--- src/gfx_defines.svh ---
// gfx defines: screen, coordinate, depth, color and edge widths for the renderer
`ifndef GFX_DEFINES_SVH
`define GFX_DEFINES_SVH

// framebuffer size in pixels
`define GFX_HRES 32
`define GFX_VRES 32

// screen coordinate widths
`define GFX_XW 5
`define GFX_YW 5

`define GFX_ZW 8   // depth
`define GFX_CW 8   // flat color

// framebuffer word address, log2(HRES*VRES)
`define GFX_AW 10

// signed edge function value, holds +-2*31*31
`define GFX_EW 13

// depth written by a clear, farthest possible
`define GFX_ZMAX {`GFX_ZW{1'b1}}

`endif

--- src/gfx_pkg.sv ---
// gfx package: triangle, job, fragment and framebuffer types plus the shared edge function
`default_nettype none
`include "gfx_defines.svh"

package gfx_pkg;

  typedef struct packed {
    logic [`GFX_XW-1:0] x;
    logic [`GFX_YW-1:0] y;
    logic [`GFX_ZW-1:0] z;
  } vertex_t;

  typedef struct packed {
    vertex_t [2:0]      v;
    logic [`GFX_CW-1:0] color;
  } triangle_t;

  // triangle after setup, ccw winding, box already clipped
  typedef struct packed {
    logic [2:0][`GFX_XW-1:0] x;
    logic [2:0][`GFX_YW-1:0] y;
    logic [`GFX_XW-1:0]      xmin;
    logic [`GFX_XW-1:0]      xmax;
    logic [`GFX_YW-1:0]      ymin;
    logic [`GFX_YW-1:0]      ymax;
    logic [`GFX_ZW-1:0]      z;
    logic [`GFX_CW-1:0]      color;
  } raster_job_t;

  typedef struct packed {
    logic [`GFX_AW-1:0] addr;
    logic [`GFX_ZW-1:0] z;
    logic [`GFX_CW-1:0] color;
    logic               covered;
    logic               last;
  } fragment_t;

  typedef struct packed {
    logic [`GFX_ZW-1:0] z;
    logic [`GFX_CW-1:0] color;
  } fb_word_t;

  typedef struct packed {
    logic [`GFX_AW-1:0] addr;
    logic               we;
    fb_word_t           wdata;
  } fb_req_t;

  // edge a->b evaluated at p, positive on the left of a ccw edge
  function automatic logic signed [`GFX_EW-1:0] edge_val(
    input logic [`GFX_XW-1:0] ax,
    input logic [`GFX_YW-1:0] ay,
    input logic [`GFX_XW-1:0] bx,
    input logic [`GFX_YW-1:0] by,
    input logic [`GFX_XW-1:0] px,
    input logic [`GFX_YW-1:0] py
  );
    logic signed [`GFX_EW-1:0] sax, say, sbx, sby, spx, spy;
    sax = ax;  // zero extended
    say = ay;
    sbx = bx;
    sby = by;
    spx = px;
    spy = py;
    return (sbx - sax) * (spy - say) - (sby - say) * (spx - sax);
  endfunction

endpackage

`default_nettype wire

--- src/tri_raster.sv ---
// rasterizer: walks the job box one pixel per cycle and emits covered fragments
`timescale 1ns/10ps
`default_nettype none
`include "gfx_defines.svh"

module tri_raster (
  input  logic                    clk_in,
  input  logic                    rst,
  input  logic                    job_valid,
  input  gfx_pkg::raster_job_t    job,
  output logic                    job_ready,
  output logic                    frag_valid,
  output gfx_pkg::fragment_t      frag,
  input  logic                    frag_ready
);

  gfx_pkg::raster_job_t      job_q;
  logic                      active;
  logic [`GFX_XW-1:0]        x_cnt;
  logic [`GFX_YW-1:0]        y_cnt;
  logic signed [`GFX_EW-1:0] e0, e1, e2;
  logic                      empty;
  logic                      covered;
  logic                      last_pix;
  logic                      step;

  always_comb begin
    e0 = gfx_pkg::edge_val(job_q.x[0], job_q.y[0], job_q.x[1], job_q.y[1], x_cnt, y_cnt);
    e1 = gfx_pkg::edge_val(job_q.x[1], job_q.y[1], job_q.x[2], job_q.y[2], x_cnt, y_cnt);
    e2 = gfx_pkg::edge_val(job_q.x[2], job_q.y[2], job_q.x[0], job_q.y[0], x_cnt, y_cnt);
  end

  assign empty    = (job_q.xmin > job_q.xmax) || (job_q.ymin > job_q.ymax);
  assign covered  = !empty && (e0 >= 0) && (e1 >= 0) && (e2 >= 0);  // edges inclusive
  assign last_pix = empty || (x_cnt == job_q.xmax && y_cnt == job_q.ymax);

  // uncovered pixels are skipped unless one has to carry last
  assign frag_valid = active && (covered || last_pix);
  assign step       = active && (frag_ready || !frag_valid);
  assign job_ready  = !active;

  always_comb begin
    frag.addr    = `GFX_AW'(y_cnt * `GFX_HRES + x_cnt);
    frag.z       = job_q.z;
    frag.color   = job_q.color;
    frag.covered = covered;
    frag.last    = last_pix;
  end

  always_ff @(posedge clk_in) begin
    if (rst) begin
      active <= 1'b0;
    end else if (job_valid && job_ready) begin
      active <= 1'b1;
    end else if (step && last_pix) begin
      active <= 1'b0;  // last token gone
    end
  end

  always_ff @(posedge clk_in) begin
    if (job_valid && job_ready) begin
      job_q <= job;
      x_cnt <= job.xmin;
      y_cnt <= job.ymin;
    end else if (step && !last_pix) begin
      if (x_cnt == job_q.xmax) begin
        x_cnt <= job_q.xmin;  // next row
        y_cnt <= y_cnt + 1'b1;
      end else begin
        x_cnt <= x_cnt + 1'b1;
      end
    end
  end

  // nothing more after last until the next job is taken
  a_one_last: assert property (@(posedge clk_in) disable iff (rst)
    frag_valid && frag_ready && frag.last |=> !frag_valid until (job_valid && job_ready));

endmodule

`default_nettype wire

--- config.mk ---
export PLATFORM = sky130hd
export DESIGN_NAME = tri_raster
export DESIGN_NICKNAME = d
export VERILOG_FILES = /design/src/gfx_pkg.sv /design/src/tri_raster.sv
export VERILOG_INCLUDE_DIRS = /design/src
export SDC_FILE = /design/constraint.sdc
export NUM_CORES = 1
export LEC_CHECK = 0
export BUFFER_PORTS_ARGS = -buffer_cell sky130_fd_sc_hd__buf_2
export CORE_MARGIN = 5
export CORE_UTILIZATION = 41
export DETAILED_ROUTE_END_ITERATION = 10
export PLACE_DENSITY_LB_ADDON = 0.15
export SYNTH_ARGS = -nofsm -noshare
export SYNTH_HDL_FRONTEND = slang
export SYNTH_SLANG_ARGS = --single-unit
--- constraint.sdc ---
create_clock -name clk_in -period 8.7 [get_ports clk_in]
set_input_delay 0.87 -clock clk_in [delete_from_list [all_inputs] [get_ports clk_in]]
set_output_delay 0.87 -clock clk_in [all_outputs]
set_load 0.1 [all_outputs]
== Word level (Yosys, flattened, before mapping) ==
Cells that the tools add are included.
Word-level totals
  memories: 0
  bits in latches: 0
  flip-flop bits (word level): 77
  output and inout port bits: 30
  word-level logic and storage cells: 75
  memory bits (writable): 0
  input port bits: 70
  memory bits (read-only): 0
Cells by class
  bitwise operators: 0
  reductions and logical operators: 21
  multiply operators: 6
  equal/unequal tests: 2
  shift-type cells: 0
  div/mod/pow operators: 0
  muxes and demuxes: 8
  add/subtract/negate cells: 18
  $lt $le $gt $ge: 5
Operators by type and width (count)
  $mul 6x6->12: 6
  $sub 5x5->6: 12
  $ge 13x1->1 const B: 3
  $sub 12x12->13: 3
  $mux 5: 6
  $add 10x5->10: 1
  $add 5x1->5 const B: 2
  $eq 5x5->1: 2
  $gt 5x5->1: 2
  $logic_and 1x1->1: 9
  $reduce_bool 2->1: 3
  $logic_not 1->1: 4
  $logic_or 1x1->1: 4
  $mux 1: 2
  $reduce_and 2->1: 1

== Logic depth before layout (Yosys ltp) ==
Gate-level depths: netlist of run 1.
  word-level depth: 15
  gate-level depth with buffers: 28
  mapped depth without buffers: 28

== Least setup slack after synthesis of run 1 ==
OpenSTA, ideal clock, no wires.
  path kind: register to output
  start point: register y_cnt[1]
  end point: output frag_valid
  arrival: 7.524 ns
  path buffers: 0
  data required time: 7.830 ns
  cell stages (with the launch flop): 23
  slack: 0.306 ns
  path through: edfxtp_1 ha_1 a21o_1 a21o_1 a21o_1 a21oi_1 nand2_1 fa_1 inv_1 fa_1 fa_1 fa_1 inv_1 fa_1 fa_1 inv_1 ha_1 o21a_1 o2111ai_1 nand3_1 xnor2_1 and4_4 o21a_1
On the way
  cells in the longest elaborated chain, start to end: 9
  elaborated cells on any way between the ends: 20
  classes of those cells: 6 x add/sub; 3 x mul; 3 x order compare; 1 x eq/ne; 7 x reduce/logical
RTL lines
  from (decl): line tri_raster.sv:20  | logic [`GFX_YW-1:0] y_cnt;
  from (signal assigned): line tri_raster.sv:64  | y_cnt <= job.ymin;
  from (signal assigned): line tri_raster.sv:68  | y_cnt <= y_cnt + 1'b1;
  $sub 5x5->6: line gfx_pkg.sv:65  | return (sbx - sax) * (spy - say) - (sby - say) * (spx - sax);
  $mul 6x6->12: line gfx_pkg.sv:65
  $sub 12x12->13: line gfx_pkg.sv:65
  $ge 13x1->1: line tri_raster.sv:34  | assign covered = !empty && (e0 >= 0) && (e1 >= 0) && (e2 >= 0);
  $logic_and 1x1->1 (2 in series): line tri_raster.sv:34
  $logic_and 1x1->1 (*): line tri_raster.sv:34
  via covered: line tri_raster.sv:23  | logic covered;
  $logic_or 1x1->1 (*): line tri_raster.sv:38  | assign frag_valid = active && (covered || last_pix);
  $logic_and 1x1->1 (*): line tri_raster.sv:38
  to (decl): line tri_raster.sv:12  | output logic frag_valid,
Mark *: on every way through the listed nets, which the timed path passes. The rest lies on a longest branch.

== Final worst setup path of run 1 ==
  start point: register y_cnt[1]
  end point: output frag_valid
On the way
  cells in the longest elaborated chain, start to end: 9
  elaborated cells on any way between the ends: 20
  classes of those cells: 6 x add/sub; 3 x mul; 3 x order compare; 1 x eq/ne; 7 x reduce/logical
RTL lines (line)
  $sub 5x5->6: gfx_pkg.sv:65
  $mul 6x6->12: gfx_pkg.sv:65
  $sub 12x12->13: gfx_pkg.sv:65
  $ge 13x1->1: tri_raster.sv:34
  $logic_and 1x1->1 (3 in series): tri_raster.sv:34
  $logic_or 1x1->1 (*): tri_raster.sv:38
  $logic_and 1x1->1 (*): tri_raster.sv:38
Mark *: on every way between the ends. The rest lies on a longest branch, timed or not.

==> summary.txt, run 1 <==
STA
  • Final critical-path setup slack: approximately 0.38 ns
  • Crit share post-route: a little over nine tenths
  • Least-Margin Pin Slew: between 1 and 1.5 ns
  • RSZ-0062 raised after global routing: false
  • Rel. slew slack: between 30 and 40%
  • Fmax: about 0.12 GHz
  • Max-slew violation count: 0
  • Setup violators final: 0
  • Post-route minimum period: just over 8 ns
  • Final hold viol count: 0
  • Clock skew: about 0.012 ns
  • Setup TNS: 0 ns

Global route
  • Met1 GRT Util: 24.0%
  • Vias in the first global route: around 10000
  • Met2 Use GR: 31.0%
  • Congestion Overflow GR: 0
  • Gr usage total: between 10% and 20%
  • Initial antenna violation count: 0
  • First-pass GRT wire length: 53.0 mm
  • Grt met3 use: 2.05%
  • Most used routing layer: met2
  • Largest net degree at the start of global routing: ~90

Layout
  • FILL cells: between 3000 and 4000
  • Fin area: 15300 um^2
  • Area growth, synth to finish: 10.6%
  • Nets@finish: approximately 2000
  • Antenna diodes: 0
  • Ratio of cells with drive above 1 in the final layout: around 11%
  • Fin cells: 1928

Clocking
  • Clock sink total: between 70 and 80
  • CTS Buf Count: 9
  • Clock root cell: clkbuf_16
  • Clock Pin Slew Worst Setup and Hold Paths: ~0.07 ns
  • TritonCTS clock tree: done
  • CTS Buffer Depth: 2
  • H-tree depth: 3
  • Worst-skew pair later-pin latency: roughly 0.35 ns

Worst setup path
  • Crit-path cells: buf_4 -> fa_1 -> a21o_1 -> a21oi_2 -> xor2_2 -> nor2_1 -> fa_1 -> fa_1 -> fa_1 -> fa_1 -> fa_1 -> inv_1 -> fa_1 -> inv_1 -> ha_1 -> a2111oi_0 -> o21ai_0 -> a31oi_1 -> o21ai_1 -> xnor2_1 -> and4_4 -> o21a_1 -> buf_6
  • Worst EP arrival: between 7 and 8 ns
  • Critical path type: flop to output port
  • Crit path largest cell delay: 0.59 ns
  • Largest fanout on the critical path: 8
  • Worst endpoint required time: 7.83 ns
  • Top Family by Delay on Critical Path: adder cells
  • Slowest cell on the critical path: fa_1
  • Most frequent CP cell: fa_1
  • Critical path buffers and inverters: 4
  • Critical Path Sink Type: output port
  • CP startpoint kind: flop

Synth
  • Syn avg cell area: 10.2 um^2
  • Share of the synthesized area in the top cell type: about a third
  • Syn. warnings: 0
  • Post-Syn Instances: 1359
  • Synth top area cells: fa_1, ha_1, edfxtp_1
  • Post-synth top area cell: fa_1
  • Synthesized area: between 10000 and 15000 um^2
  • Seq cells post-synth: 77
  • Synthesized Nets: 1864
  • Post-synthesis sequential area ratio: 16.6%
  • Yosys cell types: 38

Die
  • DIE AREA: 37500 um^2
  • Die height: just under 200 um
  • Cell row count: 67
  • Core Box Area: 33400 um^2
  • I/O pins: 100
  • Starting Density: 41.4%
  • Die X: just under 200 um

Placed design
  • Placed cells: about 1900
  • Port buffer count: between 90 and 100
  • DP Area: 14900 um^2
  • Post-detail-place hpwl: between 20 and 30 mm
  • Placement Setup Slack: around 0.25 ns
  • Routability cong.: 0.833

Detailed routing
  • Routed WL: approximately 32 mm
  • DRT Pass-1 Iters: 5
  • Detail Route Antenna Nets: 0
  • Number of remaining DRC errors: 0
  • Via count: about 9200
  • Initial DRC Count: slightly above 400
  • Drt wl/cell: between 15 and 20 um
  • Vias per inst: about 4.7

Worst hold path
  • HP Class: flop to flop

Outcome
  • Outcome: complete, no violations

Job
  • Max-cap violation count: 0
## worst reg2reg max path, delay by kind of cell (launching register included)
family	cells	cell delay, ns
simple gates	3	0.63
buf+inv	5	0.57
compound gates	5	1.20
fa+ha+maj	8	3.66
xor+xnor	2	0.41
flops	1	0.58
## per-layer routing
metal / routed length (um) / share of wire, % / up-vias
li1: - / - / 4445
met1: 14500 / 46 / 4545
met2: 15700 / 50 / 150
met3: 1160 / 3.7 / 14
met4: 212 / 0.67 / 0
met5: 0 / 0 / -
## registers in the layout (all words and copies together), names as in the netlist
| register | count |
|---|---|
| job_q | 50 |
| frag | 16 |
| x_cnt | 5 |
| y_cnt | 5 |
| active | 1 |
## timing repair
item,in CTS,in global routing
endpoints found under the setup margin,2,2
pin swaps,0,3
buffers inserted,0,7
gates resized for setup,3,10
hold buffers,0,0
## cell type report
cell class / instances / area [um^2] / share of cell area, %
inverter: 326 / 1220 / 8.00
tap: 448 / 561 / 3.66
sequential: 77 / 2300 / 15.0
clock buffer: 9 / 225 / 1.47
clock inverter: 7 / 78.8 / 0.515
timing repair buffer: 128 / 722 / 4.72
multi-input combinational: 933 / 10200 / 66.6
## cells in the final DEF, fill, tap and decap left out, types with 2 or more instances in the layout
master	Yosys	routed
a211oi_1	3	3
a21o_1	51	51
a21oi_1	28	27
a31oi_1	2	2
and2_1	31	31
and4_1	2	2
buf_2	2	97
buf_4	18	30
clkbuf_16	0	9
edfxtp_1	76	76
fa_1	225	225
ha_1	210	210
inv_1	326	323
inv_2	0	3
inv_6	0	2
inv_8	0	4
mux2_2	8	8
mux2i_1	3	3
nand2_1	86	86
nand2b_1	31	31
nand3_1	7	7
nand4_1	3	3
nor2_1	73	73
nor2b_1	32	29
nor2b_2	0	2
nor3_1	8	6
nor3_2	0	2
o211ai_1	3	3
o21a_1	3	3
o21ai_0	21	20
o21ai_1	1	2
or2_2	3	3
or3_1	5	5
xnor2_1	52	52
xor2_1	35	34
## stage by stage
| stage | hold WS [ns] | util (%) |
|---|---|---|
| finish | 0.645 | 45.8 |
| global route | 0.677 | 45.8 |
| CTS | 0.644 | 45.5 |
| detailed placement | 0.637 | 44.6 |
| global placement | 0.616 | 44.6 |
| floorplan | 0.509 | - |
## kinds of logic (layout without fill, tap and decap cells)
group                      Yosys count  count (layout)  synth area share [%]
adders and majority gates          435             435                  51.5
buffers and inverters              349             470                  9.97
and+or+nand+nor                    283             283                  9.86
AOI/OAI and AO/OA                  117             117                  5.63
xor gates and xnor gates            87              87                  5.51
DFF                                 77              77                  16.6
muxes                               11              11                 0.868
## final timing paths
check                start         end  slack (ns)  depth (start not counted)
hold reg to reg     active      active        0.64                          2
hold / removal      active      active        0.64                          2
setup / recovery  y_cnt[1]  frag_valid        0.38                         23
setup reg to reg  y_cnt[1]    x_cnt[1]        1.27                         23
## synth_stat cells
cell type  count
a2111oi_0      1
a2111oi_4      1
a211oi_1       3
a21o_1        51
a21oi_1       28
a311oi_1       1
a31oi_1        2
and2_1        31
and2b_1        1
and4_1         2
and4_4         1
buf_2          2
buf_4         18
clkbuf_1       3
dfxtp_1        1
edfxtp_1      76
fa_1         225
ha_1         210
inv_1        326
mux2_2         8
mux2i_1        3
nand2_1       86
nand2b_1      31
nand3_1        7
nand4_1        3
nor2_1        73
nor2b_1       32
nor3_1         8
o2111ai_1      1
o211ai_1       3
o211ai_2       1
o21a_1         3
o21ai_0       21
o21ai_1        1
or2_2          3
or3_1          5
xnor2_1       52
xor2_1        35
Power of run 1 is not shown: default switching activity piles up to over one toggle a cycle in this logic, so the estimate is an artifact.
==> inputs of run 2 (changes only) <==
- MAX_ROUTING_LAYER: default -> met4
- clock period: 8.7 -> 7.7 ns (I/O delays scaled with it)
==> run 2 against run 1 <==
  * The flow now finishes with violations (negative setup slack)
  * Non-clock buffer count rose by 78
  * Wire length is 3.3% higher
  * Die area unchanged
  * Clock-buffer cell count stayed put
  * Register-to-register slack worse by 0.63 ns
  * Design area increased by 6.4%
  * Critical path depth rose by 1
  * Critical endpoint unchanged
  * Highest routed layer unchanged
==> summary.txt, run 2 (synthesized netlist as in run 1, its figures left out) <==
Layout
  • Most frequent cells in the layout: inv_1, fa_1, ha_1
  • Area growth, synth to finish: 17.7%
  • Nets@finish: 2058
  • Ratio of cells with drive above 1 in the final layout: 20.5%
  • Largest Register: job_q
  • Commonest non-fill, non-tap cell in the layout: inv_1
  • Max reg flops: 50
  • Antenna diodes: 0

Die
  • I/O pins: 100
  • DIE AREA: between 30000 and 40000 um^2
  • Die height: between 150 and 200 um
  • Cell row count: 67
  • Starting Density: roughly 41%
  • Core Box Area: about 33000 um^2
  • Die X: 194 um

Placed design
  • Post-detail-place hpwl: between 20 and 30 mm
  • Routability cong.: 0.878
  • Port buffer count: 99
  • Placement Setup Slack: ~0.0018 ns

Worst setup path
  • CP startpoint kind: flop
  • Cell count of the worst reg-to-reg path: 26
  • Critical path type: flop to output port
  • Flop-to-flop setup slack: approximately 0.64 ns
  • Critical Path Sink Type: output port
  • Worst flop-to-flop path endpoint: x_cnt[4]
  • Largest fanout on the critical path: 4
  • Worst endpoint required time: 6.93 ns
  • Worst R2R Start: job_q[61]
  • Worst EP arrival: 6.94 ns

Detailed routing
  • Initial DRC Count: approximately 360
  • Drt wl/cell: ~16 um
  • Detail Route Antenna Nets: 0
  • Routed WL: approximately 33 mm
  • Via count: 9471
  • DRT Pass-1 Iters: 5
  • Number of remaining DRC errors: 0
  • Vias per inst: around 4.7

STA
  • Crit share post-route: 100%
  • RSZ-0062 raised after global routing: true
  • Final hold viol count: 0
  • Max-slew violation count: 0
  • Setup violators final: 2
  • Final critical-path setup slack: -0.00806 ns
  • Post-route minimum period: roughly 7.7 ns
  • Setup TNS: -0.0106 ns
  • Least-Margin Pin Slew: 0.957 ns
  • Clock skew: 0.00503 ns
  • Rel. slew slack: between 30% and 40%
  • Fmax: 0.130 GHz

Job
  • Max-cap violation count: 0

Global route
  • First-pass GRT wire length: between 50 and 60 mm
  • Vias in the first global route: 10300
  • Largest net degree at the start of global routing: a little under 80
  • Gr usage total: about a fifth
  • Congestion Overflow GR: 0
  • Initial antenna violation count: 0

Clocking
  • TritonCTS clock tree: done
  • Hold buffer count at cts: 0
  • H-tree depth: 3
  • Clock sink total: 77
  • CTS Buffer Depth: 2
  • Clock root cell: clkbuf_16
  • Worst-skew pair later-pin latency: approximately 0.34 ns
  • CTS Buf Count: 9
  • Clock Pin Slew Worst Setup and Hold Paths: 0.06 ns

Worst hold path
  • Worst min-delay path startpoint: rst
  • WHS Endpoint: active
  • Worst hold path depth: 2
  • HP Class: primary input to flop

Outcome
  • Failing checks: negative setup slack
  • Outcome: finished with violations
## run 2: cell types whose count changed in the layout (fill, tap and decap cells not counted), sizes merged
cell and change:
clkinvlp +3, clkinv +1, bufinv +1, inv -5, buf +78
## run 2: cell type report
class,instances,area (um^2)
Clock buffer,9,225
Sequential cell,77,2300
Multi-Input combinational cell,933,10600
Fill cell,3196,17200
Inverter,326,1220
Clock inverter,7,73.8
Timing Repair Buffer,206,1350
Tap cell,448,561
## run 2: per-stage QoR
stage                     std cells  instance area [um^2]  utilization, %  hold slack, ns
after floorplan                1359                 13900               -           0.527
after global placement         1958                 15400            46.0           0.624
after detailed placement       1958                 15400            46.0           0.634
after CTS                      1993                 16000            47.9           0.568
after global routing           2006                 16300            48.7           0.571
final                          2006                 16300            48.7           0.579
## run 2: metal layers
| layer | track usage, % | part of all wire, % |
|---|---|---|
| met1 | 25.1 | 46 |
| met2 | 30.9 | 48 |
| met3 | 2.66 | 4.0 |
| met4 | 2.86 | 1.3 |
| met5 | - | 0 |
## run 2: how the worst max path moves through the flow
stage,startpoint,end,slack (ns),cells after the start
2_1_floorplan,y_cnt[1],frag_valid,0.007,22
3_3_place_gp,y_cnt[0],frag_valid,0.009,26
3_5_place_dp,y_cnt[0],frag_valid,0.002,25
4_1_cts,job_q[61],frag_valid,-0.07,26
5_1_grt,job_q[61],frag_valid,-0.27,26
6_report,y_cnt[1],frag_valid,-0.008,24
## run 2: repair_timing
item                                    CTS  global route
resized for setup                        55            40
buffers inserted                         20            13
pin swaps                                44            62
endpoints found under the setup margin    2             2
## run 2: worst max-delay path, cell delays in order, from the launching register on
cell      delay, ns
edfxtp_1       0.44
buf_4          0.18
ha_1           0.30
a21o_1         0.17
a21o_1         0.20
a21oi_2        0.17
nor2b_2        0.08
nor2_2         0.19
and2_1         0.18
fa_1           0.43
fa_1           0.51
fa_1           0.54
inv_1          0.05
fa_1           0.55
fa_1           0.43
fa_1           0.49
inv_1          0.04
ha_1           0.26
o21a_1         0.17
o211ai_1       0.20
o211ai_2       0.12
xnor2_2        0.28
and4_4         0.31
o21a_4         0.14
buf_12         0.16
Power of run 2 is left out for the same reason.
