## config.mk

```make
export PLATFORM = sky130hd
export DESIGN_NAME = fb_arbiter
export DESIGN_NICKNAME = d
export VERILOG_FILES = /design/src/gfx_pkg.sv /design/src/fb_arbiter.sv
export VERILOG_INCLUDE_DIRS = /design/src
export SDC_FILE = /design/constraint.sdc
export NUM_CORES = 1
export LEC_CHECK = 0
export ABC_AREA = 1
export BUFFER_PORTS_ARGS = -buffer_cell sky130_fd_sc_hd__buf_2
export CAP_MARGIN = 10
export CORE_ASPECT_RATIO = 2
export CORE_MARGIN = 4
export CORE_UTILIZATION = 29
export DETAILED_ROUTE_END_ITERATION = 16
export PLACE_DENSITY = 0.78
export SLEW_MARGIN = 20
export SYNTH_ARGS = -nofsm -noshare
export SYNTH_HDL_FRONTEND = slang
export SYNTH_SLANG_ARGS = --single-unit
```

## constraint.sdc

```tcl
create_clock -name clk_in -period 0.8 [get_ports clk_in]
set_input_delay 0.04 -clock clk_in [delete_from_list [all_inputs] [get_ports clk_in]]
set_output_delay 0.04 -clock clk_in [all_outputs]
set_load 0.005 [all_outputs]
```

## src/gfx_defines.svh

```systemverilog
// gfx defines: screen, coordinate, depth, color and edge widths for the renderer
`ifndef GFX_DEFINES_SVH
`define GFX_DEFINES_SVH

// framebuffer size in pixels
`define GFX_HRES 32
`define GFX_VRES 32

// screen coordinate widths
`define GFX_XW 5
`define GFX_YW 5

`define GFX_ZW 8   // depth
`define GFX_CW 8   // flat color

// framebuffer word address, log2(HRES*VRES)
`define GFX_AW 10

// signed edge function value, holds +-2*31*31
`define GFX_EW 13

// depth written by a clear, farthest possible
`define GFX_ZMAX {`GFX_ZW{1'b1}}

`endif

```

## src/gfx_pkg.sv

```systemverilog
// gfx package: triangle, job, fragment and framebuffer types plus the shared edge function
`default_nettype none
`include "gfx_defines.svh"

package gfx_pkg;

  typedef struct packed {
    logic [`GFX_XW-1:0] x;
    logic [`GFX_YW-1:0] y;
    logic [`GFX_ZW-1:0] z;
  } vertex_t;

  typedef struct packed {
    vertex_t [2:0]      v;
    logic [`GFX_CW-1:0] color;
  } triangle_t;

  // triangle after setup, ccw winding, box already clipped
  typedef struct packed {
    logic [2:0][`GFX_XW-1:0] x;
    logic [2:0][`GFX_YW-1:0] y;
    logic [`GFX_XW-1:0]      xmin;
    logic [`GFX_XW-1:0]      xmax;
    logic [`GFX_YW-1:0]      ymin;
    logic [`GFX_YW-1:0]      ymax;
    logic [`GFX_ZW-1:0]      z;
    logic [`GFX_CW-1:0]      color;
  } raster_job_t;

  typedef struct packed {
    logic [`GFX_AW-1:0] addr;
    logic [`GFX_ZW-1:0] z;
    logic [`GFX_CW-1:0] color;
    logic               covered;
    logic               last;
  } fragment_t;

  typedef struct packed {
    logic [`GFX_ZW-1:0] z;
    logic [`GFX_CW-1:0] color;
  } fb_word_t;

  typedef struct packed {
    logic [`GFX_AW-1:0] addr;
    logic               we;
    fb_word_t           wdata;
  } fb_req_t;

  // edge a->b evaluated at p, positive on the left of a ccw edge
  function automatic logic signed [`GFX_EW-1:0] edge_val(
    input logic [`GFX_XW-1:0] ax,
    input logic [`GFX_YW-1:0] ay,
    input logic [`GFX_XW-1:0] bx,
    input logic [`GFX_YW-1:0] by,
    input logic [`GFX_XW-1:0] px,
    input logic [`GFX_YW-1:0] py
  );
    logic signed [`GFX_EW-1:0] sax, say, sbx, sby, spx, spy;
    sax = ax;  // zero extended
    say = ay;
    sbx = bx;
    sby = by;
    spx = px;
    spy = py;
    return (sbx - sax) * (spy - say) - (sby - say) * (spx - sax);
  endfunction

endpackage

`default_nettype wire

```

## src/fb_arbiter.sv

```systemverilog
// framebuffer arbiter: fixed priority clear, depth test, readout, with read data steering
`timescale 1ns/10ps
`default_nettype none

module fb_arbiter (
  input  logic               clk_in,
  input  logic               rst,
  input  logic               clr_req,
  input  logic               dt_req,
  input  logic               rd_req,
  input  gfx_pkg::fb_req_t   clr_data,
  input  gfx_pkg::fb_req_t   dt_data,
  input  gfx_pkg::fb_req_t   rd_data_req,
  output logic               clr_gnt,
  output logic               dt_gnt,
  output logic               rd_gnt,
  output gfx_pkg::fb_req_t   mem_req,
  output logic               mem_en,
  input  gfx_pkg::fb_word_t  mem_rdata,
  output logic               dt_resp_valid,
  output logic               rd_resp_valid,
  output gfx_pkg::fb_word_t  resp_data
);

  assign clr_gnt = clr_req;
  assign dt_gnt  = dt_req && !clr_req;
  assign rd_gnt  = rd_req && !clr_req && !dt_req;
  assign mem_en  = clr_req || dt_req || rd_req;

  always_comb begin
    if (clr_gnt)     mem_req = clr_data;
    else if (dt_gnt) mem_req = dt_data;
    else             mem_req = rd_data_req;
  end

  // owner of the read in flight, data shows up next cycle
  always_ff @(posedge clk_in) begin
    if (rst) begin
      dt_resp_valid <= 1'b0;
      rd_resp_valid <= 1'b0;
    end else begin
      dt_resp_valid <= dt_gnt && !dt_data.we;
      rd_resp_valid <= rd_gnt && !rd_data_req.we;
    end
  end

  assign resp_data = mem_rdata;

  // a peer left waiting keeps its request and data up
  a_dt_hold: assert property (@(posedge clk_in) disable iff (rst)
    dt_req && !dt_gnt |=> dt_req && $stable(dt_data));

  a_rd_hold: assert property (@(posedge clk_in) disable iff (rst)
    rd_req && !rd_gnt |=> rd_req && $stable(rd_data_req));

endmodule

`default_nettype wire

```

# == Word level (Yosys, flattened, before mapping) ==
# Cells that the tools add are included.
# totals
output_inout_bits,49
in_bits,102
word_cells,15
reg_bits,2
# classes
mux,2
reduce_logical,11
# op_table
op,n
two-way mux 27 bit,2
logical AND 1 bit,5
zero test 1 bit,4
logical OR 1 bit,2

# == Longest topological paths before layout ==
# Gate-level depths: netlist of the first run.
# logic_depth
ltp_word,4
mapped_depth,5
mapped_depth_nobuf,3

# == Worst setup path after synthesis of the first run ==
# Ideal clock, no wire load.
# synth_timing
kind,input port to output port
start,input clr_req
end,output mem_req[17] (netlist name)
t_arrival_ps,520
n_path_buf,2
path_slack_ps,240
path_stages,5
required_time_ps,760
cell_sequence,nor2_2 -> buf_6 -> buf_8 -> nand2_2 -> nand3_2
# synth_lines
element,line_no,rtl
start: declaration,fb_arbiter.sv:8,"input logic clr_req,"
end: declaration,fb_arbiter.sv:17,"output gfx_pkg::fb_req_t mem_req,"

==> metrics, run 1 <==
routability-driven placement congestion ratio=around 0.74; Vias/cell=4.92; first-pass GRT wire length=6010 µm; Syn Nets=~250; routed vias=1383; post-route insts no fill=281; Wirelength per Cell=about 14 µm; failing checks=setup timing; register area share after synthesis=4.11%; WHS Endpoint=dt_resp_valid$_SDFF_PP0_; largest net degree at the start of global routing=29; share of layout cells above drive strength 1=around 74%; die area=~4400 µm²; Starting Density=between 30% and 40%; Post-Synthesis Cell Area=973 µm²; fillcell total=~340; Syn Area/Cell=~6.5 µm²; Die H=~90 µm; Final WS setup=-0.0134 ns; WP data required=around 0.76 ns; DP Cell Count=between 200 and 300; Total GRT Usage=around 16%; synth-to-layout area growth=67.9%; combinational power share=62.0%; fin util=slightly above 50%; Switching Fraction=35.0%; CTS tree=built; core area=between 3000 and 4000 µm²; Sinks on Clock Net=2; Setup WS pre-CTS=-0.0426 ns; max frequency=around 1.2 GHz; Worst setup EP type=output pin; Ports=~150; Area contributors post-synth=nand3_2 30%, nand2_1 19%, buf_4 15%; period utilization=102%; commonest non-fill, non-tap cell in the layout=buf_2; WHS Path Cells=2; Clock power frac=30.0%; Mapped Cells=approximately 150; Max clock buf depth=2; Distinct cells, synth=15; final antenna-violating net count=0; routed wire length=roughly 4000 µm; Psw=between 0.4 and 0.5 mW; Pleak=approximately 0.97 nW; Die Width=49.0 µm; DRC=0; CTS clk-pin slew, worst paths=around 0.030 ns; unrepaired setup endpoints after global routing=true; crit path kind=input pin to output pin; TritonCTS Buffers=3; Sum Neg Setup Slack=-0.0211 ns; Root Buffer=clkbuf_8; Yosys reg bits=2; overall power=about 1.3 mW; min cycle time layout=0.813 ns; CP max FO=7; drt first-iter violations=8; most frequent cells in the layout=115 x buf_2, 40 x nand2_1, 35 x nand3_2; Int Power=~0.84 mW; max cap viols=0; hold path start=rst; Critical Path Start Type=input pin; VDD IR max=0.492 mV; actual slew at the worst max-slew pin=between 0.2 and 0.25 ns; Critical Path AT=between 0.7 and 0.8 ns; Buffers on Ports=around 120; num rows=29; status=finished with violations; max_slew headroom=85.3%; Seq pwr share=roughly 8.0%; gr ovfl total=0; vias in the first global route=~1400; initial antenna violation count=0; ANT cells=0; Yosys top cell area share=between 20 and 30%; H-tree depth=1; final setup violation count=3; Final #Nets=approximately 350; Worst Hold Class=input pin to flop; YS warnings=0; final slew viol count=0; Pre-antenna DRT Iters=4; leading area contributor after synthesis=nand3_2; final hold vios=0; DPL Wire Length=about 2900 µm; Power Dens Cells=791 nW/µm²
[metal layers]
metal | track usage, % | vias to the layer above | wire [µm] | part of all wire (%)
met5 | 0 | - | 0 | 0
met4 | 8.76 | 0 | 146 | 3.7
met2 | 29.9 | 77 | 2210 | 56
li1 | - | 677 | - | -
met3 | 4.14 | 20 | 400 | 10
met1 | 15.7 | 609 | 1230 | 31
[through the flow]
stage	hold WS (ns)	cell area (µm²)
after global routing	0.0246	1630
after global placement	0.0800	1430
after CTS	0.00616	1500
after floorplan	0.117	973
final	0.00876	1630
after detailed placement	0.0800	1430
[kinds of logic (layout without fill, tap and decap cells)]
family        after synthesis  after routing  synth area share (%)
simple gates              115            115                  69.2
buf+inv                    32            133                  26.7
flops                       2              2                  4.11
[sequential cells by signal (all words and copies together) (netlist names)]
register and cells:
dt_resp_valid 1, rd_resp_valid 1
[power by group through the flow]
stage               sequential [mW]  clock (mW)  combinational (mW)
CTS                           0.104       0.400               0.739
detailed placement            0.105           0               0.714
finish                        0.103       0.387               0.802
global placement              0.104           0               0.709
global route                  0.104       0.410               0.886
floorplan                     0.105           0               0.411
[how the worst max path moves through the flow]
stage | startpoint | end | depth (start not counted)
2_1_floorplan | clr_req | mem_req[17] | 5
3_3_place_gp | clr_req | dt_resp_valid$_SDFF_PP0_ | 5
3_5_place_dp | clr_req | mem_req[26] | 6
5_1_grt | dt_req | mem_req[13] | 6
4_1_cts | clr_req | mem_req[5] | 6
6_report | dt_req | mem_req[14] | 6
[synth_stat cells]
cell / instances
buf_2: 1
buf_4: 20
buf_6: 6
buf_8: 1
dfxtp_1: 2
inv_1: 3
inv_8: 1
nand2_1: 48
nand2_2: 9
nand3_1: 25
nand3_2: 29
nor2_1: 1
nor2_2: 1
nor3_1: 1
or2_2: 1
[worst max-delay path, cell delays in order]
cell and delay (ns):
buf_8 0.10, nor2_4 0.21, clkbuf_16 0.21, nand2_4 0.05, nand3_2 0.06, buf_2 0.11
[final cells by class]
cell class / count / area [µm²] / share of cell area [%]
multi-input cells: 115 / 748 / 45.8
well taps: 31 / 38.8 / 2.37
repair buffers: 126 / 734 / 44.9
clock buffers: 3 / 41.3 / 2.53
flip-flops and latches: 2 / 40.0 / 2.45
inverters: 4 / 31.3 / 1.91
[what timing repair did]
item                       in CTS  in global routing
pin swaps                       0                  5
setup endpoints to repair      25                 29
setup buffers                   0                  1
gates resized for setup         7                 27
gates cloned                    1                  1
hold buffers                    0                  0
No activity file was read; power rests on OpenSTA's default activity.
==> run 2, diff against run 1 <==
--- a/config.mk
+++ b/config.mk
@@ -6,12 +6,11 @@
 export SDC_FILE = /design/constraint.sdc
 export NUM_CORES = 1
 export LEC_CHECK = 0
-export ABC_AREA = 1
 export BUFFER_PORTS_ARGS = -buffer_cell sky130_fd_sc_hd__buf_2
 export CAP_MARGIN = 10
 export CORE_ASPECT_RATIO = 2
 export CORE_MARGIN = 4
-export CORE_UTILIZATION = 29
+export CORE_UTILIZATION = 26
 export DETAILED_ROUTE_END_ITERATION = 16
 export PLACE_DENSITY = 0.78
 export SLEW_MARGIN = 20
==> run 2 against run 1 <==
The run now ends clean. Die area down 6.6%. Critical path depth down 1. Global-route usage is 1.6 points lower. Non-clock buffer count is 2 higher. Via count decreased by 16%. Final cell count fell by 11%. Count of clock-buffer cells in the layout is the same.
==> metrics, run 2 <==
status=finished clean; Pre-antenna DRT Iters=4 (unchanged); DRC=0 (unchanged); final hold vios=0 (unchanged); Max clock buf depth=2 (unchanged); DPL Wire Length=2720 µm (-7.1%); share of layout cells above drive strength 1=61.2% (-12 points); CP max FO=10 (+3); EDFF count, synth=0 (unchanged); die area=4110 µm² (-6.6%); Vias/cell=4.67 (-5.2%); Post-synth top cells=27 x mux2i_1, 27 x nand2_1, 27 x o21ai_0, 17 x buf_4, 6 x buf_2; WHS Path Cells=2 (unchanged); Root Buffer=clkbuf_8; DP Cell Count=244 (-11%); post-route insts no fill=249 (-11%); fin area=1440 µm² (-12%); leading area contributor after synthesis=mux2i_1; postcts setup bufs=0 (unchanged); YS warnings=0 (unchanged); first-pass GRT wire length=4520 µm (-25%); Worst Setup SP=dt_req; Area contributors post-synth=mux2i_1 33%, o21ai_0 17%, buf_4 16%; top flop regs=dt_resp_valid (1), rd_resp_valid (1); Syn Area/Cell=7.02 µm² (+7.4%); commonest non-fill, non-tap cell in the layout=buf_2; CTS clk-pin slew, worst paths=0.03 ns (about the same); Setup WS pre-CTS=-0.141 ns (-0.0980 ns); Critical Path AT=0.71 ns (-0.06 ns); synth-to-layout area growth=78.4%; WP data required=0.76 ns (about the same); Ports=151 (unchanged); Die H=86.8 µm (-3.5%); register area share after synthesis=4.96% (+0.85 points); fin util=48.4% (-2.8 points); Cell Area, Placed=1320 µm² (-7.7%); actual slew at the worst max-slew pin=0.181 ns (-0.0389 ns); Worst Hold Class=input pin to flop; unrepaired setup endpoints after global routing=false; most frequent cells in the layout=116 x buf_2, 27 x mux2i_1, 27 x nand2_1; Post-Synthesis Cell Area=807 µm² (-17%); Wirelength per Cell=13.3 µm (-6.1%); num rows=28 (-3.4%); max frequency=1.32 GHz (+7.8%); Total GRT Usage=14.7% (-1.6 points); crit-path max cell delay=0.21 ns (about the same); async set or reset register ratio after synthesis=0% (unchanged); vias in the first global route=1105 (-19%); Yosys top cell area share=33.5% (+3.7 points); Critical Path Start Type=input pin; max cap viols=0 (unchanged); Distinct cells, synth=11 (-4); max_slew headroom=87.6% (+2.3 points); Power Dens Cells=829 nW/µm² (+4.8%); Buffers on Ports=118 (unchanged); most frequent CP cell=buf_12; core area=2980 µm² (-6.7%); Starting Density=27.1% (-3.4 points); largest net degree at the start of global routing=35 (+21%); TritonCTS Buffers=3 (unchanged); CTS tree=built; crit path kind=input pin to output pin; Worst setup EP type=output pin; hold_buf cts=0 (unchanged); Pleak=0.867 nW (-11%); ANT cells=0 (unchanged); Final WS setup=0.0453 ns (+0.0587 ns); initial antenna violation count=0 (unchanged); final setup violation count=0 (-3); routed wire length=3320 µm (-17%); hold path start=dt_data[16]; final slew viol count=0 (unchanged); VDD IR max=0.554 mV (+13%); Post-synth top flop=dfxtp_1; Slowest-stage cell, CP=mux2i_1; Syn Nets=217 (-14%); Die Width=47.4 µm (-3.2%); Mapped Cells=115 (-23%); Final #Nets=323 (-8.8%); routability-driven placement congestion ratio=0.730 (-0.88%); Sinks on Clock Net=2 (unchanged); Fin Hold WS=0.0141 ns (+0.00538 ns); Yosys reg bits=2 (unchanged); min cycle time layout=0.755 ns (-0.0587 ns); period utilization=94.3% (-7.3 points); drt first-iter violations=5 (-3); gr ovfl total=0 (unchanged); H-tree depth=1 (unchanged); final antenna-violating net count=0 (unchanged); routed vias=1162 (-16%); CP cell instances=buf_12, buf_12, mux2i_1, o21ai_0, buf_2
[run 2: cell types whose count changed in the layout (fill, tap and decap cells not counted), moves of 3 or more]
cell,change
o21ai_0,+19
nand2_4,-4
inv_1,-3
nand3_1,-19
nand3_2,-35
mux2i_1,+27
nand2_2,-13
buf_4,+4
buf_6,-4
nand2_1,-13
o21ai_1,+8
[run 2: worst paths after layout]
path | to
setup / recovery | mem_req[13]
hold / removal | dt_resp_valid$_SDFF_PP0_
[run 2: stage by stage]
stage / setup TNS, ns / power, mW
final: 0 / 1.19
after global routing: 0 / 1.30
after CTS: 0 / 1.19
after detailed placement: -2.03 / 0.749
after global placement: -1.09 / 0.737
after floorplan: 0 / 0.446
[run 2: routing by layer]
metal | GRT usage, % | wire, µm | vias up
met3 | 2.70 | 347 | 22
met2 | 27.1 | 1880 | 67
met4 | 8.82 | 136 | 0
met5 | 0 | 0 | -
li1 | - | - | 585
met1 | 13.2 | 954 | 488
[run 2: cell type report]
type / count / area [µm²]
clock buffer: 3 / 41.3
fill: 295 / 1540
multi-input combinational: 86 / 564
sequential: 2 / 40.0
tap: 30 / 37.5
timing repair buffer: 128 / 757
[run 2: critical path, delay by kind of cell]
| kind | cells | cell delay, ns |
|---|---|---|
| buffers and inverters | 3 | 0.37 |
| muxes | 1 | 0.21 |
| AOI/OAI and AO/OA | 1 | 0.09 |
[run 2: where the power goes]
group | switching [mW] | total [mW] | internal [mW]
logic | 0.279 | 0.695 | 0.416
clock network | 0.0774 | 0.395 | 0.318
registers | 0.000388 | 0.103 | 0.103
total | 0.357 | 1.19 | 0.837
[run 2: repair_timing]
item | 4_1_cts | 5_1_grt
resized for setup | 5 | 13
gates cloned | 1 | 1
setup endpoints to repair | 25 | 26
[run 2: kinds of logic (layout without fill, tap and decap cells)]
kind of cell / count (synthesis) / in the layout / share of synthesized area, %
AND/OR/NAND/NOR: 32 / 32 / 19.7
flip-flops: 2 / 2 / 4.96
AO/OA/AOI/OAI: 27 / 27 / 16.7
multiplexers: 27 / 27 / 33.5
buffers and inverters: 27 / 131 / 25.1
==> run 3, diff against run 2 <==
--- a/config.mk
+++ b/config.mk
@@ -10,9 +10,9 @@
 export CAP_MARGIN = 10
 export CORE_ASPECT_RATIO = 2
 export CORE_MARGIN = 4
-export CORE_UTILIZATION = 26
+export CORE_UTILIZATION = 28
 export DETAILED_ROUTE_END_ITERATION = 16
-export PLACE_DENSITY = 0.78
+export PLACE_DENSITY = 0.83
 export SLEW_MARGIN = 20
 export SYNTH_ARGS = -nofsm -noshare
 export SYNTH_HDL_FRONTEND = slang
==> constraint.sdc (replaced) <==
create_clock -name clk_in -period 1 [get_ports clk_in]
set_input_delay 0.05 -clock clk_in [delete_from_list [all_inputs] [get_ports clk_in]]
set_output_delay 0.05 -clock clk_in [all_outputs]
set_load 0.005 [all_outputs]
==> run 3 against run 2 <==
Combinational power shrank 27%. Final area shrank 7.0%. Critical path depth shrank 1. Final cell count shrank 2.8%. Routed wire length shrank 5.6%. Sequential power shrank 20%. Via count shrank 0.52%. Count of clock-buffer cells in the layout is the same. First-iteration DRC count grew 120%. Sequential share of layout area grew 0.21 points. Critical path type unchanged.
==> metrics, run 3 (same netlist as run 2, synthesis figures left out) <==
fillcell total=281 (-4.7%); final antenna-violating net count=0 (unchanged); core area=2770 µm² (-7.0%); largest net degree at the start of global routing=36 (+2.9%); initial antenna violation count=0 (unchanged); TritonCTS Buffers=3 (unchanged); period utilization=a little under nine tenths; Pleak=0.817 nW (-5.8%); Worst Setup SP=dt_req; max_slew headroom=87.5% (-0.14 points); routed vias=1156 (-0.52%); hold path start=dt_data[16]; drt first-iter violations=11 (+6); CP max FO=15 (+5); max cap viols=0 (unchanged); Total GRT Usage=15.4% (+0.73 points); Final #Nets=317 (-1.9%); DP Cell Count=239 (-2.0%); crit path kind=input pin to output pin; DRC=0 (unchanged); Buffers on Ports=118 (unchanged); Root Buffer=clkbuf_8; Worst Hold Class=input pin to flop; gr ovfl total=0 (unchanged); most frequent cells in the layout=118 x buf_2, 27 x mux2i_1, 27 x nand2_1, 27 x o21ai_0; routed wire length=3130 µm (-5.6%); num rows=27 (-3.6%); Critical Path Start Type=input pin; Switching Fraction=30.4% (+0.55 points); Power Dens Cells=676 nW/µm² (-18%); H-tree depth=1 (unchanged); CTS tree=built; die area=3860 µm² (-6.2%); Sum Neg Setup Slack=0 ns (unchanged); Wirelength per Cell=12.9 µm (-2.8%); top flop regs=dt_resp_valid (1), rd_resp_valid (1); Worst setup EP type=output pin; vias in the first global route=1151 (+4.2%); Int Power=0.631 mW (-25%); actual slew at the worst max-slew pin=0.188 ns (+0.00722 ns); commonest non-fill, non-tap cell in the layout=buf_2; final hold vios=0 (unchanged); synth-to-layout area growth=66.0%; Die H=83.9 µm (-3.3%); Vias/cell=4.78 (+2.4%); min cycle time layout=between 0.8 and 0.9 ns; combinational power share=55.9% (-2.3 points); Cell Area, Placed=1300 µm² (-1.4%); share of layout cells above drive strength 1=60.1% (-1.1 points); Critical Path AT=0.81 ns (+0.10 ns); Seq pwr share=9.1% (+0.5 points); Clock power frac=35.0% (+1.9 points); CTS clk-pin slew, worst paths=0.03 ns (about the same); VDD IR max=0.290 mV (-48%); status=finished clean; hold_buf cts=0 (unchanged); Pre-antenna DRT Iters=4 (unchanged); first-pass GRT wire length=4630 µm (+2.4%); final slew viol count=0 (unchanged); Starting Density=29.1% (+2.0 points); Sinks on Clock Net=2 (unchanged); Ports=151 (unchanged); DPL Wire Length=2700 µm (-0.96%); unrepaired setup endpoints after global routing=false; postcts setup bufs=0 (unchanged); routability-driven placement congestion ratio=0.763 (+4.6%); Max clock buf depth=2 (unchanged); max frequency=about 1.2 GHz; post-route insts no fill=242 (-2.8%); WP data required=0.95 ns (+0.19 ns); Resized cells post-CTS=0 (-5); ANT cells=0 (unchanged); fin area=1340 µm² (-7.0%); Die Width=46.0 µm (-3.0%); final setup violation count=0 (unchanged); Psw=0.276 mW (-23%)
run 3: metal layers:
metal	wire (µm)	track usage, %	vias to the layer above
li1	-	-	574
met1	887	11.8	495
met2	1780	30.0	67
met3	308	2.81	20
met4	154	9.84	0
met5	0	0	-
run 3: metrics by stage:
| stage | total power [mW] | worst slack, ns | hold slack (ns) | utilization (%) |
|---|---|---|---|---|
| after floorplan | 0.357 | 0.285 | 0.119 | - |
| after global placement | 0.582 | 0.142 | 0.100 | 46.9 |
| after detailed placement | 0.595 | 0.136 | 0.100 | 46.9 |
| after CTS | 0.924 | 0.133 | 0.0187 | 48.4 |
| after global routing | 0.996 | 0.0713 | 0.0228 | 48.4 |
| final | 0.907 | 0.138 | 0.0228 | 48.4 |
run 3: cell type report:
type / count / area (µm²) / area share [%]
repair buffers: 122 / 658 / 49.1
multi-input cells: 86 / 564 / 42.1
clock buffers: 3 / 41.3 / 3.08
flip-flops and latches: 2 / 40.0 / 2.99
well taps: 29 / 36.3 / 2.71
run 3: final timing paths:
path	end	slack (ns)	cells past startpoint
worst max-delay path	mem_en	0.14	4
worst min-delay path	dt_resp_valid$_SDFF_PP0_	0.02	2
run 3: power by group through the flow:
stage	Combinational, mW	Sequential [mW]	Clock, mW
after floorplan	0.273	0.0839	0
after global placement	0.499	0.0835	0
after detailed placement	0.511	0.0836	0
after CTS	0.514	0.0826	0.327
after global routing	0.566	0.0827	0.347
final	0.507	0.0826	0.317
run 3: critical path: stages:
cell and delay [ns]:
buf_2 0.13, buf_12 0.16, or3_1 0.33, buf_2 0.13
